File: src/led_matrix_settings.svh
// panel geometry and display timing macros, included by every led matrix file that sizes logic
`ifndef LED_MATRIX_SETTINGS_SVH
`define LED_MATRIX_SETTINGS_SVH

`default_nettype none

// panel geometry
// columns per panel row, one pixel clock each
`define LED_PANEL_COLS 64
// rows per half, top and bottom halves scan together
`define LED_SCAN_ROWS 16

// binary coded modulation
// bit planes per colour channel
`define LED_PLANES 6
// oe_n low cycles for plane 0, plane p gets this times 2**p
`define LED_DISPLAY_UNIT 8

// scan timing
// idle cycles after the last pixel request so the pipeline empties before latch
`define LED_PIPE_DRAIN 4

// frame buffer
// two halves of 16 rows by 64 columns
`define LED_FB_DEPTH 2048

`default_nettype wire

`endif

File: src/led_matrix_pkg.sv
// shared pixel, request and state types for the led matrix pipeline, referenced by scoped names
`default_nettype none

package led_matrix_pkg;

	// one pixel as the host writes it
	// red in the top bits, blue in the bottom bits
	typedef struct packed {
		logic [4:0] red;
		logic [5:0] green;
		logic [4:0] blue;
	} rgb565_t;

	// host write into the frame buffer
	// addr is {half, row, col}
	typedef struct packed {
		logic [10:0] addr;
		rgb565_t     pixel;
	} fb_wr_t;

	// one column request from the scan stage
	// row is shared by both halves
	typedef struct packed {
		logic [3:0] row;
		logic [5:0] col;
		logic [2:0] plane;
	} scan_req_t;

	// top and bottom pixel of one column
	// plane travels with the data so split needs no scan state
	typedef struct packed {
		rgb565_t    top;
		rgb565_t    bottom;
		logic [2:0] plane;
	} pixel_pair_t;

	// scan sequencer states, in the order they run per row and plane
	typedef enum logic [1:0] {
		scan_shift,
		scan_drain,
		scan_latch,
		scan_display
	} scan_state_e;

endpackage

`default_nettype wire

File: src/pixel_split.sv
// split stage, picks the current plane bit of each channel, masks it and drives panel data
`include "led_matrix_settings.svh"
`default_nettype none
`timescale 1ns/10ps

module pixel_split (
	input  wire logic                        clk_root,
	input  wire logic                        rst_n,
	// fetched pair from the fetch stage
	input  wire logic                        pair_valid,
	input  wire led_matrix_pkg::pixel_pair_t pair,
	// global enables, bit 0 red, bit 1 green, bit 2 blue
	input  wire logic [2:0]                  rgb_enable,
	input  wire logic [`LED_PLANES-1:0]      brightness_enable,
	// panel data pins and shift clock
	output logic [2:0]                       rgb_top,
	output logic [2:0]                       rgb_bottom,
	output logic                             clk_pixel
);

	// data registered one cycle before the pixel clock edge
	logic load_q;
	logic [2:0] bits_top;
	logic [2:0] bits_bottom;

	// red and blue widened to 6 bits by repeating their msb
	// green is already 6 bits
	function automatic logic [2:0] plane_bits(
		input led_matrix_pkg::rgb565_t px,
		input logic [2:0]              plane
	);
		logic [5:0] red6;
		logic [5:0] blue6;
		red6  = {px.red, px.red[4]};
		blue6 = {px.blue, px.blue[4]};
		return {blue6[plane], px.green[plane], red6[plane]};
	endfunction

	// channel enable per bit, plane enable for all three
	assign bits_top    = plane_bits(pair.top, pair.plane) & rgb_enable
		& {3{brightness_enable[pair.plane]}};
	assign bits_bottom = plane_bits(pair.bottom, pair.plane) & rgb_enable
		& {3{brightness_enable[pair.plane]}};

	always_ff @(posedge clk_root) begin
		if (!rst_n) begin
			rgb_top    <= '0;
			rgb_bottom <= '0;
			load_q     <= 1'b0;
			clk_pixel  <= 1'b0;
		end else begin
			if (pair_valid) begin
				rgb_top    <= bits_top;
				rgb_bottom <= bits_bottom;
			end
			// clock rises a full cycle after the data settles
			load_q    <= pair_valid;
			clk_pixel <= load_q;
		end
	end

endmodule

`default_nettype wire

File: config.mk
export PLATFORM = sky130hd
export DESIGN_NAME = pixel_split
export DESIGN_NICKNAME = d
export VERILOG_FILES = /design/src/led_matrix_pkg.sv /design/src/pixel_split.sv
export VERILOG_INCLUDE_DIRS = /design/src /design/src/src
export SDC_FILE = /design/constraint.sdc
export NUM_CORES = 1
export LEC_CHECK = 0
export BUFFER_PORTS_ARGS = -buffer_cell sky130_fd_sc_hd__buf_2
export CAP_MARGIN = 10
export CELL_PAD_IN_SITES_DETAIL_PLACEMENT = 1
export CELL_PAD_IN_SITES_GLOBAL_PLACEMENT = 2
export CORE_MARGIN = 2
export CORE_UTILIZATION = 20
export CTS_BUF_LIST = sky130_fd_sc_hd__clkbuf_16
export DETAILED_ROUTE_END_ITERATION = 7
export PLACE_DENSITY_LB_ADDON = 0.1
export SYNTH_ARGS = -nofsm -noshare
export SYNTH_HDL_FRONTEND = slang
export SYNTH_SLANG_ARGS = --single-unit
File: constraint.sdc
create_clock -name clk_root -period 2.4 [get_ports clk_root]
set_input_delay 0.12 -clock clk_root [delete_from_list [all_inputs] [get_ports clk_root]]
set_output_delay 0.12 -clock clk_root [all_outputs]
set_load 0.005 [all_outputs]
* After elaboration in Yosys (flattened, before gate mapping)
Cells that the tools add are included.
** Word-level totals
- Register bits :: 8
- Word-level logic and storage cells :: 23
** Operators by class
- $lt $le $gt $ge :: 1
- Multiplexer cells :: 14
- Bitwise logic cells :: 4
** Operators by type and width (number)
- binary-select mux 1 bit (select 3 bit) :: 7
- bitwise AND 3 bit :: 4
- two-way mux 1 bit :: 7
- less-than comparator 3 x 4 -> 1 bit, second input constant :: 1

* Longest topological paths before layout
- Word-level depth :: 4
- Depth in mapped cells :: 6
- Gate-level depth less buffers :: 5

* Least setup slack after synthesis
No wires, ideal clock.
- Path kind :: input-to-reg
- Start point :: input port pair[1] (netlist bit)
- End point :: register rgb_bottom[2]
- Arrival :: 1.176 ns
- Data required time :: 2.283 ns
- Path slack :: 1.108 ns
- Cell stages on the path :: 6
- Cells stage by stage :: buf_6 mux2i_1 nor4b_1 or3_4 and3_4 a22o_1
** Between the ends
- Word-level cells in the longest chain between the ends :: 4
- Elaborated cells on any way between the ends :: 6
** RTL lines
- start, declared :: line pixel_split.sv:11 : input wire led_matrix_pkg::pixel_pair_t pair,
- binary-select mux 1 bit (select 3 bit) :: line pixel_split.sv:36 : return {blue6[plane], px.green[plane], red6[plane]};
- two-way mux 1 bit (not written as such) :: line pixel_split.sv:36
- bitwise AND 3 bit :: line pixel_split.sv:42 : assign bits_bottom = plane_bits(pair.bottom, pair.plane) & rgb_enable
- bitwise AND 3 bit * :: line pixel_split.sv:43 : & {3{brightness_enable[pair.plane]}};
- end signal, assigned :: line pixel_split.sv:54 : rgb_bottom <= bits_bottom;
- end, declared :: line pixel_split.sv:17 : output logic [2:0] rgb_bottom,
Every way passes the cells marked *; elsewhere a longest branch is shown, timed or not. The select of a mux whose other input is x is not followed.
A chain may end at the register's enable or synchronous reset.

* Worst setup path after layout
- Start point :: input port pair[0] (netlist bit)
- End point :: register rgb_bottom[2]
Same word-level chain as after synthesis.

==> impl_metrics.json <==
{
  "drt_iter0_drc": 15,
  "pin_count": 54,
  "n_antenna_cell": 0,
  "cp_cell_sequence": "buf_2 -> mux2i_1 -> nor3_1 -> or3_4 -> and3_4 -> a22o_1",
  "setup_slack_ns": 0.941,
  "synth_seq_area_share_pct": 23.7,
  "swShare_pct": 22.0,
  "relSlewSlack_pct": 70.0,
  "fp.dieH_um": 62.2,
  "portBuffers": 53,
  "detailedPlace.worstSlack_ns": 0.683,
  "seqPwrFrac_pct": 26.4,
  "syn_to_final_growth_pct": 53.2,
  "netlist_instances": 80,
  "clock-root-buffer": "clkbuf_16",
  "die_area_mm2": 0.00387,
  "synth_top_area_cell": "dfxtp_1",
  "wl_per_cell_um": 12.6,
  "clk_latency_ns": 0.23,
  "utilization_pct": 31.6,
  "cts_tree": "yes",
  "finalSetupViolCount": 0,
  "grt_start_max_net_pins": 24,
  "ys.warnings.count": 0,
  "p_comb_share_pct": 21.4,
  "clk_pin_slew_worst_paths_ns": 0.04,
  "synth_area_um2": 677,
  "fin_cells": 176,
  "num-nets-final": 179,
  "fillerInstances": 418,
  "drc": 0,
  "ir_worst_vdd_uv": 187,
  "yosysTopAreaCellShare_pct": 23.7,
  "power.net_switching_mw": 0.116,
  "maxCapViolations": 0,
  "synth_cell_type_count": 30,
  "first_global_vias": 794,
  "synthTopCellsByArea": "dfxtp_1, mux2i_1, a21oi_1",
  "hold_path.class": "primary input to flop",
  "critPathArrivalTime_ns": 1.58,
  "critPathKind": "primary input to flop",
  "critical-path-max-stage-delay_ns": 0.43,
  "synth-seq-cells": 8,
  "worst_pin_slew_ns": 0.450,
  "finalCritPeriodShare_pct": 60.8,
  "leakage_nw": 0.516,
  "coreArea_mm2": 0.00328,
  "slew_viol_final": 0,
  "dp_hpwl_um": 1760,
  "max-clock-path-buffers": 2,
  "row_count": 21,
  "cts_hold_buffers": 0,
  "crit_path_start_kind": "primary input",
  "drive_gt1_share_pct": 44.6,
  "post_synth.cell_area_avg_um2": 8.46,
  "antenna_found_initial": 0,
  "multiInputGateArea_um2": 479,
  "totalNegativeSetupSlack_ns": 0,
  "via_count": 807,
  "grt-ovfl-total": 0,
  "finClkSkew_ns": 0.00143,
  "viasPerCell": 4.59,
  "postRouteAntennaNets": 0,
  "numCtsBuffers": 3,
  "drt_pass1_iterations": 3,
  "htreeDepth": 1,
  "max_freq_mhz": 685,
  "required_ns": 2.52,
  "die_x_um": 62.2,
  "status": "completed",
  "cp_slowest_cell": "or3_4",
  "dp.cells": 173,
  "postCtsSetupBuffers": 0,
  "grtUsageTotal_pct": 11.9,
  "worstPathMaxFanout": 23,
  "hold_viol_final": 0,
  "layout_min_cycle_time_ns": 1.46,
  "power_frac_clock_pct": 52.2,
  "cts_resized": 0,
  "initial_core_util_pct": 20.6,
  "totalWireLength_um": 2220,
  "grt_pass1_wl_um": 3640,
  "cts_num_sinks": 8,
  "cp-end-kind": "flop",
  "place.gp.congestion": 0.689,
  "seq_area_um2": 160,
  "synthesis.nets": 127,
  "rsz0062_at_grt": "no",
  "powerDensity_mw_per_mm2": 509,
  "intPower_mw": 0.411
}
## cells in the final DEF (no fill, tap or decap)
| cell | n |
|---|---|
| or3_4 | 1 |
| and3_4 | 1 |
| a41o_1 | 1 |
| nor4b_1 | 1 |
| nor2_1 | 3 |
| nand2_1 | 4 |
| o21ai_1 | 1 |
| a211o_1 | 3 |
| a211oi_1 | 1 |
| dfxtp_1 | 8 |
| nand2b_1 | 3 |
| clkbuf_16 | 3 |
| and3b_1 | 1 |
| nor2b_1 | 2 |
| a31oi_1 | 3 |
| o21ai_0 | 4 |
| nor4bb_1 | 1 |
| nor3_1 | 1 |
| o211ai_1 | 3 |
| mux2i_1 | 14 |
| xnor2_1 | 1 |
| nand4_1 | 2 |
| a22o_1 | 2 |
| a21boi_1 | 3 |
| buf_2 | 53 |
| a21oi_1 | 7 |
| and2_1 | 2 |
| nand3b_1 | 1 |
## cells by family (layout without fill, tap and decap cells)
kind of cell | count (synthesis) | after routing | synth area share [%]
AO/OA/AOI/OAI | 28 | 28 | 27.4
flip-flops | 8 | 8 | 23.7
multiplexers | 14 | 14 | 20.7
buffers and inverters | 6 | 56 | 5.54
AND/OR/NAND/NOR | 23 | 23 | 21.4
XOR/XNOR | 1 | 1 | 1.29
## Yosys cell counts, drive strengths merged
library cell,count
nor2,3
a21oi,7
nand4,2
o211ai,3
a21boi,3
nand3b,1
dfxtp,8
and3b,1
and2,2
a22o,2
a41o,1
buf,4
nor3,1
o21ai,5
mux2i,14
nor4bb,1
nor2b,2
a211o,3
nor4b,1
a31oi,3
clkbuf,2
a211oi,1
nand2b,3
and3,1
or3,1
nand2,4
xnor2,1
## worst paths after layout
check                                    from            end  depth (start not counted)  slack [ns]
worst max-delay path                  pair[0]  rgb_bottom[2]                          6        0.94
worst min-delay path            rgb_enable[0]     rgb_top[0]                          2        0.15
worst max register to register     rgb_top[0]     rgb_top[0]                          2        1.65
worst min register to register         load_q      clk_pixel                          1        0.44
## critical path, delay by kind of cell
| family | cells | cell delay, ns |
|---|---|---|
| mux | 1 | 0.23 |
| compound gates | 1 | 0.19 |
| simple gates | 3 | 0.70 |
| buf+inv | 1 | 0.33 |
## area by class of cell
type	count	area share [%]
multi-input cells	66	46.2
repair buffers	53	25.6
well taps	46	5.55
clock buffers	3	7.24
flip-flops and latches	8	15.4
## registers in the layout, indices dropped and copies added (netlist names)
name	flops
rgb_bottom	3
rgb_top	3
clk_pixel	1
load_q	1
## power groups by stage
stage	clock network (mW)	registers, mW	logic [mW]
2_1_floorplan	0	0.141	0.0619
3_3_place_gp	0	0.141	0.114
3_5_place_dp	0	0.141	0.115
4_1_cts	0.285	0.139	0.115
5_1_grt	0.301	0.140	0.126
6_report	0.275	0.139	0.113
## metrics by stage
stage                     power (mW)  hold slack [ns]  area, um^2
after global routing           0.567            0.170        1040
after global placement         0.255            0.386         962
after CTS                      0.540            0.152        1040
after detailed placement       0.256            0.390         962
final                          0.528            0.154        1040
after floorplan                0.203            0.242         677
## metal layers
| layer | global-route usage [%] | vias up | part of all wire [%] |
|---|---|---|---|
| li1 | - | 404 | - |
| met1 | 13.3 | 354 | 41 |
| met2 | 18.6 | 41 | 46 |
| met3 | 4.71 | 8 | 9.2 |
| met4 | 7.78 | 0 | 3.4 |
| met5 | 0 | - | 0 |
No activity file was read; power rests on OpenSTA's default activity.
