### src/led_matrix_settings.svh
// panel geometry and display timing macros, included by every led matrix file that sizes logic
`ifndef LED_MATRIX_SETTINGS_SVH
`define LED_MATRIX_SETTINGS_SVH

`default_nettype none

// panel geometry
// columns per panel row, one pixel clock each
`define LED_PANEL_COLS 64
// rows per half, top and bottom halves scan together
`define LED_SCAN_ROWS 16

// binary coded modulation
// bit planes per colour channel
`define LED_PLANES 6
// oe_n low cycles for plane 0, plane p gets this times 2**p
`define LED_DISPLAY_UNIT 8

// scan timing
// idle cycles after the last pixel request so the pipeline empties before latch
`define LED_PIPE_DRAIN 4

// frame buffer
// two halves of 16 rows by 64 columns
`define LED_FB_DEPTH 2048

`default_nettype wire

`endif

### src/led_matrix_pkg.sv
// shared pixel, request and state types for the led matrix pipeline, referenced by scoped names
`default_nettype none

package led_matrix_pkg;

	// one pixel as the host writes it
	// red in the top bits, blue in the bottom bits
	typedef struct packed {
		logic [4:0] red;
		logic [5:0] green;
		logic [4:0] blue;
	} rgb565_t;

	// host write into the frame buffer
	// addr is {half, row, col}
	typedef struct packed {
		logic [10:0] addr;
		rgb565_t     pixel;
	} fb_wr_t;

	// one column request from the scan stage
	// row is shared by both halves
	typedef struct packed {
		logic [3:0] row;
		logic [5:0] col;
		logic [2:0] plane;
	} scan_req_t;

	// top and bottom pixel of one column
	// plane travels with the data so split needs no scan state
	typedef struct packed {
		rgb565_t    top;
		rgb565_t    bottom;
		logic [2:0] plane;
	} pixel_pair_t;

	// scan sequencer states, in the order they run per row and plane
	typedef enum logic [1:0] {
		scan_shift,
		scan_drain,
		scan_latch,
		scan_display
	} scan_state_e;

endpackage

`default_nettype wire

### src/matrix_scan.sv
// row and bit plane sequencer, issues column requests and drives latch, row address and oe_n
`include "led_matrix_settings.svh"
`default_nettype none
`timescale 1ns/10ps

module matrix_scan (
	input  wire logic                clk_root,
	input  wire logic                rst_n,
	// column request to fetch, one every other shift cycle
	output logic                     req_valid,
	output led_matrix_pkg::scan_req_t req,
	// panel control pins
	output logic                     row_latch,
	output logic [3:0]               row_addr,
	output logic                     oe_n
);

	// counter widths
	// display counter must hold the weight of the top plane
	localparam int drain_width = $clog2(`LED_PIPE_DRAIN + 1);
	localparam int disp_width  = $clog2((`LED_DISPLAY_UNIT << (`LED_PLANES - 1)) + 1);

	// terminal counts
	localparam logic [5:0] last_col   = 6'(`LED_PANEL_COLS - 1);
	localparam logic [2:0] last_plane = 3'(`LED_PLANES - 1);
	localparam logic [3:0] last_row   = 4'(`LED_SCAN_ROWS - 1);

	led_matrix_pkg::scan_state_e state;

	// phase 0 issues a request, phase 1 is the gap
	logic                   phase;
	logic [5:0]             col;
	logic [2:0]             plane;
	logic [3:0]             row;
	logic [drain_width-1:0] drain_cnt;
	logic [disp_width-1:0]  disp_cnt;

	// request decode straight from the state register
	assign req_valid = (state == led_matrix_pkg::scan_shift) && !phase;
	assign req       = '{row: row, col: col, plane: plane};

	// panel control decode
	// latch is a single cycle state, display is the only lit state
	assign row_latch = (state == led_matrix_pkg::scan_latch);
	assign oe_n      = (state != led_matrix_pkg::scan_display);

	always_ff @(posedge clk_root) begin
		if (!rst_n) begin
			state     <= led_matrix_pkg::scan_shift;
			phase     <= 1'b0;
			col       <= '0;
			plane     <= '0;
			row       <= '0;
			drain_cnt <= '0;
			disp_cnt  <= '0;
			row_addr  <= '0;
		end else begin
			case (state)
				led_matrix_pkg::scan_shift: begin
					// gap cycle, next cycle requests again
					if (phase) begin
						phase <= 1'b0;
					end else if (col == last_col) begin
						// last request of the row goes out this cycle
						col       <= '0;
						drain_cnt <= '0;
						state     <= led_matrix_pkg::scan_drain;
					end else begin
						col   <= col + 1'b1;
						phase <= 1'b1;
					end
				end
				led_matrix_pkg::scan_drain: begin
					// wait out fetch, split and pixel clock stages
					if (drain_cnt == drain_width'(`LED_PIPE_DRAIN - 1)) begin
						// panel sees the new row together with the latch
						row_addr <= row;
						state    <= led_matrix_pkg::scan_latch;
					end else begin
						drain_cnt <= drain_cnt + 1'b1;
					end
				end
				led_matrix_pkg::scan_latch: begin
					// plane weight sets the lit time, binary coded modulation
					disp_cnt <= disp_width'(`LED_DISPLAY_UNIT) << plane;
					state    <= led_matrix_pkg::scan_display;
				end
				led_matrix_pkg::scan_display: begin
					if (disp_cnt == disp_width'(1)) begin
						phase <= 1'b0;
						state <= led_matrix_pkg::scan_shift;
						// planes first, then rows
						if (plane == last_plane) begin
							plane <= '0;
							row   <= (row == last_row) ? 4'd0 : row + 1'b1;
						end else begin
							plane <= plane + 1'b1;
						end
					end else begin
						disp_cnt <= disp_cnt - 1'b1;
					end
				end
				default: begin
					state <= led_matrix_pkg::scan_shift;
				end
			endcase
		end
	end

	// panel lights only in the cycle after a latch
	latch_dark: assert property (
		@(posedge clk_root) disable iff (!rst_n)
		$fell(oe_n) |-> $past(row_latch)
	) else $error("matrix_scan: panel lit without a row_latch before it");

	// requests never back to back
	req_in_shift: assert property (
		@(posedge clk_root) disable iff (!rst_n)
		req_valid |=> !req_valid
	) else $error("matrix_scan: back to back requests");

endmodule

`default_nettype wire

### config.mk
export PLATFORM = sky130hd
export DESIGN_NAME = matrix_scan
export DESIGN_NICKNAME = d
export VERILOG_FILES = /design/src/led_matrix_pkg.sv /design/src/matrix_scan.sv
export VERILOG_INCLUDE_DIRS = /design/src /design/src/src
export SDC_FILE = /design/constraint.sdc
export NUM_CORES = 1
export LEC_CHECK = 0
export ABC_AREA = 1
export BUFFER_PORTS_ARGS = -buffer_cell sky130_fd_sc_hd__buf_4
export CAP_MARGIN = 0
export CORE_UTILIZATION = 30
export CTS_CLUSTER_DIAMETER = 50
export DETAILED_ROUTE_END_ITERATION = 6
export PLACE_DENSITY = 0.46
export SKIP_LAST_GASP = 1
export SYNTH_ARGS = -nofsm -noshare
export SYNTH_HDL_FRONTEND = slang
export SYNTH_SLANG_ARGS = --single-unit
### constraint.sdc
create_clock -name clk_root -period 1.6 [get_ports clk_root]
set_input_delay 0.08 -clock clk_root [delete_from_list [all_inputs] [get_ports clk_root]]
set_output_delay 0.08 -clock clk_root [all_outputs]
set_load 0.01 [all_outputs]
Word-level counts from Yosys, hierarchy flattened
Cells that the tools add are included.
{"block": "word_totals", "ff_bits": 32, "wordCells": 62, "out_inout_bits": 20, "in_bits": 2}
{"block": "classes", "add_sub_neg": 5, "n_eq_ne": 15, "n_reduce_logical": 14, "mux": 18, "shifts": 1, "bitwise": 1}
{"operator": "$pmux W9 S2", "count": 1}
{"operator": "$mux W3", "count": 4}
{"operator": "$ne A2 B2 Y1 const B", "count": 6}
{"operator": "$reduce_and A2 Y1", "count": 5}
{"operator": "$eq A9 B1 Y1 const B", "count": 1}
{"operator": "$mux W9", "count": 1}
{"operator": "$shl A4 B3 Y9 const A", "count": 1}
{"operator": "$sub A9 B1 Y9 const B", "count": 1}
{"operator": "$mux W2", "count": 4}
{"operator": "$pmux W2 S4", "count": 1}
{"operator": "$reduce_and A4 Y1", "count": 2}
{"operator": "$add A3 B1 Y3 const B", "count": 2}
{"operator": "$add A6 B1 Y6 const B", "count": 1}
{"operator": "$eq A6 B6 Y1 const B", "count": 1}
{"operator": "$mux W6", "count": 1}
{"operator": "$pmux W3 S2", "count": 1}
{"operator": "$reduce_bool A2 Y1", "count": 3}
{"operator": "$add A4 B1 Y4 const B", "count": 1}
{"operator": "$eq A2 B2 Y1 const B", "count": 2}
{"operator": "$eq A4 B4 Y1 const B", "count": 1}
{"operator": "$mux W4", "count": 1}
{"operator": "$eq A3 B2 Y1 const B", "count": 1}
{"operator": "$eq A3 B3 Y1 const B", "count": 1}
{"operator": "$mux W1", "count": 3}
{"operator": "other kinds (8)", "count": 8}

Depth between registers and ports, before layout
{"block": "logic_depth", "depth_word": 4, "depth_mapped": 11, "ltp_nobuf": 11}

Worst setup path before layout
OpenSTA, ideal clock, no wires.
{"block": "synth_path", "kind": "reg2reg", "start": "reg drain_cnt[0]", "end": "reg drain_cnt[2]", "t_arrival_ns": 1.275, "path_slack_ns": 0.205, "path_buffers": 0, "synth_period_minus_slack_ns": 1.395, "setup_ns": 0.119, "required_ns": 1.481, "path_stages_with_launch": 9, "path_cell_list": "dfxtp_1 > ha_1 > ha_1 > nand2_1 > inv_1 > nor2_1 > nand2_1 > o21ai_0 > a21oi_1"}
{"block": "synth_via", "elab_chain_cells": 3, "elab_cells_between_ends": 6, "cone_classes": "add/sub (1); eq/ne (2); mux (2); reduce/logical (1)"}
{"item": "start, declared", "line": "matrix_scan.sv:35", "text": "logic [drain_width-1:0] drain_cnt;"}
{"item": "start signal, assigned", "line": "matrix_scan.sv:80", "text": "drain_cnt <= drain_cnt + 1'b1;"}
{"item": "$add A3 B1 Y3 or $eq A3 B2 Y1 (tied branches)", "line": "matrix_scan.sv:80, matrix_scan.sv:75"}
{"item": "$mux W3 or $ne A2 B2 Y1 (tied branches)"}
{"item": "$pmux W3 S2 or $reduce_and A4 Y1 (tied branches)"}
Parallel ways exist; a longest one is shown, timed or not. The select of a mux whose other input is x is not followed.
A chain may end at the register's enable or synchronous reset.

Worst setup path in the final report
{"block": "layout_path", "start": "reg state[0]", "end": "reg col[5]"}
{"block": "layout_via", "elab_chain_cells": 2}
{"item": "start, declared", "line": "matrix_scan.sv:28", "text": "led_matrix_pkg::scan_state_e state;"}
{"item": "start signal, assigned", "line": "matrix_scan.sv:49", "text": "state <= led_matrix_pkg::scan_shift;"}
{"item": "start signal, assigned", "line": "matrix_scan.sv:67", "text": "state <= led_matrix_pkg::scan_drain;"}
{"item": "start signal, assigned", "line": "matrix_scan.sv:78", "text": "state <= led_matrix_pkg::scan_latch;"}
{"item": "$logic_not A2 Y1", "line": "matrix_scan.sv:58", "text": "case (state)"}
{"item": "$reduce_and A2 Y1 (no line)"}
{"item": "end signal, assigned", "line": "matrix_scan.sv:69", "text": "col <= col + 1'b1;"}
{"item": "end, declared", "line": "matrix_scan.sv:32", "text": "logic [5:0] col;"}
No other way between the ends.

==> implementation parameters <==
Parameter                              Value

Run status
  Status    finished clean

Yosys
  Number of flops mapped to enable cells by yosys    0
  FFs w/ async S/R, synth    0
  Fraction of synthesized area in multiplexers    0
  Summed instance area of the synthesized netlist    1874 um^2
  Xor-xnor portion of the synthesized cell area    0.02336
  Synth Area in Adders    0.08011
  Count of yosys warnings during synthesis    0
  Commonest register cell after synthesis    dfxtp_1
  Largest family of logic cells by synthesized area    simple AND/OR/NAND/NOR gates
  Post-synthesis cell type count    32
  Sequential cell area fraction in the yosys report    0.3418
  Simple-Gate Fraction of Synth Area    0.3458
  Number of storage elements in the synthesis netlist    32
  Post-Syn Instances    259
  Number of nets in the synthesized netlist    273
  Average footprint of a synthesized cell    7.237 um^2
  Fraction of the mapped netlist area in compound gates    0.1295

Placement
  Gpl congestion    0.7916
  Placed wire-length estimate after detailed placement    3160 um
  Number of cells in the design after placement    357
  Number of buffers inserted by port buffering    21
  Placed Area    2142 um^2

Floorplanning
  Initial Util    0.3129
  Die footprint    6567 um^2
  Die width    81.04 um
  Placeable core region    5991 um^2
  Count of standard-cell rows    28
  Chip Height    81.04 um
  Num ports    22

Drt
  Total iterations of the first detailed-routing run    4
  Detailed Route WL    4262 um
  Via-per-instance ratio    4.529
  Detail Route Antenna Nets    0
  Remaining routing DRC violations    0
  Total vias in the final route    1662
  First DRT Iteration DRCs    68
  Per-cell routed wire length    11.61 um

GRT
  Tot GR Track Use    0.1451
  Antenna violations before repair    0
  Number of global-route vias before repair    1497
  Largest net degree at the start of global routing    19
  First-pass GRT wire length    7148 um
  Aggregate global routing overflow    0

Clock tree
  Clock tree root driver cell    clkbuf_8
  H-Tree Level Count    2
  Worst-Skew Late Latency    0.29 ns
  CTS Buffer Depth    2
  CTS tree    done
  Number of buffers created by CTS    5
  Number of hold buffers added after CTS    0
  Post-CTS clock slew at the launch and capture registers of the worst setup and hold paths    0.07 ns
  Number of clock sinks seen by CTS    32

Layout
  Post-layout nets    305
  Number of standard cells in the layout, taps in and fillers out    367
  Finished Cell Area    2281 um^2
  Layout cell share with drive strength beyond 1    0.2329
  Fill cell total of the finished layout    633
  Number of inserted diodes    0
  Leading cell type in the layout, fill and taps excluded    nand2_1
  Synthesis-to-finish area growth    21.70%
  Highest-count cells in the layout ignoring fill and taps    nand2_1, nor2_1, dfxtp_1, buf_4, inv_1

Worst setup path
  CP startpoint    state[0]$_SDFFE_PN0P_
  Category of the worst setup path capture point    register
  Startpoint of the worst register-to-register path    state[0]$_SDFFE_PN0P_
  Type of the worst setup path    register to register
  Maximum fanout along the worst path    7
  Critical path data arrival time    1.67 ns
  Kind of start point of the critical path    register
  Data required, critical path    1.78 ns

Timing
  Count of final max-slew check failures    0
  Sum of negative setup slack    0 ns
  Fmax    671.1 MHz
  Clock Skews    0.006872 ns
  Final setup violation count    0
  Period utilisation layout    0.9313
  Max_slew headroom    0.6256
  Number of failing hold endpoints at the final stage    0
  Post-layout min period    1.490 ns
  RSZ-0062 raised after global routing    true
  Transition time at the pin with the least slew margin    0.5609 ns

Min path
  Hold wc startpoint    rst_n
  Path class of the lowest-slack min-delay path    input port to register

Power and ir drop
  Leakage Power    0.9650 nW
  Power per Cell Area    733.5 nW/um^2
  VDD IR-drop max    0.3860 mV

Flow run
  Max-cap check violation count    0
## cell usage after synthesis (2+ instances only)
master,n,share of area
ha_1,12,0.080
inv_1,26,0.052
nor2_4,3,0.018
or2_2,2,0.0067
nand2_1,50,0.10
nor2_1,36,0.072
nand2_2,2,0.0067
a21oi_2,2,0.0093
xor2_1,4,0.019
inv_2,4,0.0080
nor3_1,4,0.011
nor2_2,2,0.0067
nand3_1,18,0.048
nand2_4,5,0.030
dfxtp_1,32,0.34
o21ai_0,19,0.051
a21oi_1,23,0.061
## layout make-up
cell class                      count  area [um^2]  area share
Tap cell                           75        93.84     0.04114
Clock buffer                        5        68.82     0.03017
Inverter                           32        127.6     0.05595
Clock inverter                      3        42.54     0.01865
Multi-Input combinational cell    192         1096      0.4805
Sequential cell                    32        641.9      0.2814
Timing Repair Buffer               28        210.2     0.09216
## sequential cells by signal (all words and copies together) (netlist names)
| signal | cells |
|---|---|
| state | 2 |
| row | 4 |
| plane | 3 |
| row_addr | 4 |
| col | 6 |
| phase | 1 |
| disp_cnt | 9 |
| drain_cnt | 3 |
## report_power, final
part	switching, mW	internal [mW]	leakage (nW)
logic	0.0438	0.0297	0.652
registers	0.00630	0.805	0.259
clock network	0.328	0.461	0.0541
total	0.378	1.29	0.965
## per-layer routing
| metal | global-route usage | wire, um | vias up |
|---|---|---|---|
| met3 | 0.04157 | 145 | 6 |
| met1 | 0.1914 | 2273 | 730 |
| li1 | - | - | 898 |
| met4 | 0.05357 | 64 | 0 |
| met2 | 0.2227 | 1779 | 28 |
| met5 | 0 | 0 | - |
## timing repair
item	4_1_cts	5_1_grt
endpoints found under the setup margin	0	7
gates resized for setup	0	6
buffers inserted	0	2
## critical path, stage by stage, from the launching register on
cell     delay [ns]
dfxtp_1        0.35
inv_1          0.12
ha_2           0.23
nand2_1        0.11
inv_2          0.12
nand2_1        0.13
nor3_2         0.16
xnor2_1        0.14
nor2_1         0.05
## per-stage QoR
stage	total power [mW]	hold slack, ns	util	setup WS (ns)
final	1.673	0.1249	0.3807	0.1099
after global routing	1.743	0.1373	0.3807	-0.01540
after CTS	1.692	0.1279	0.3761	0.08006
after detailed placement	0.8986	0.4355	0.3576	0.09366
after global placement	0.8986	0.4288	0.3576	0.1007
after floorplan	0.8667	0.2184	-	0.2055
## path summary, 6_finish.rpt
kind | end | slack (ns) | depth (start not counted)
setup / recovery | col[5]$_SDFFE_PN0P_ | 0.11 | 8
hold / removal | state[1]$_SDFFE_PN0P_ | 0.12 | 3
setup reg to reg | col[5]$_SDFFE_PN0P_ | 0.11 | 8
hold reg to reg | disp_cnt[1]$_SDFFE_PN0P_ | 0.47 | 2
## kinds of logic (layout without fill, tap and decap cells)
family | after synthesis | count (layout)
AND/OR/NAND/NOR | 129 | 129
AO/OA/AOI/OAI | 46 | 46
buffers and inverters | 35 | 68
flip-flops | 32 | 32
adder cells (fa/ha/maj) | 12 | 12
XOR/XNOR | 5 | 5
Note: power is estimated with default switching activity, not from simulation.
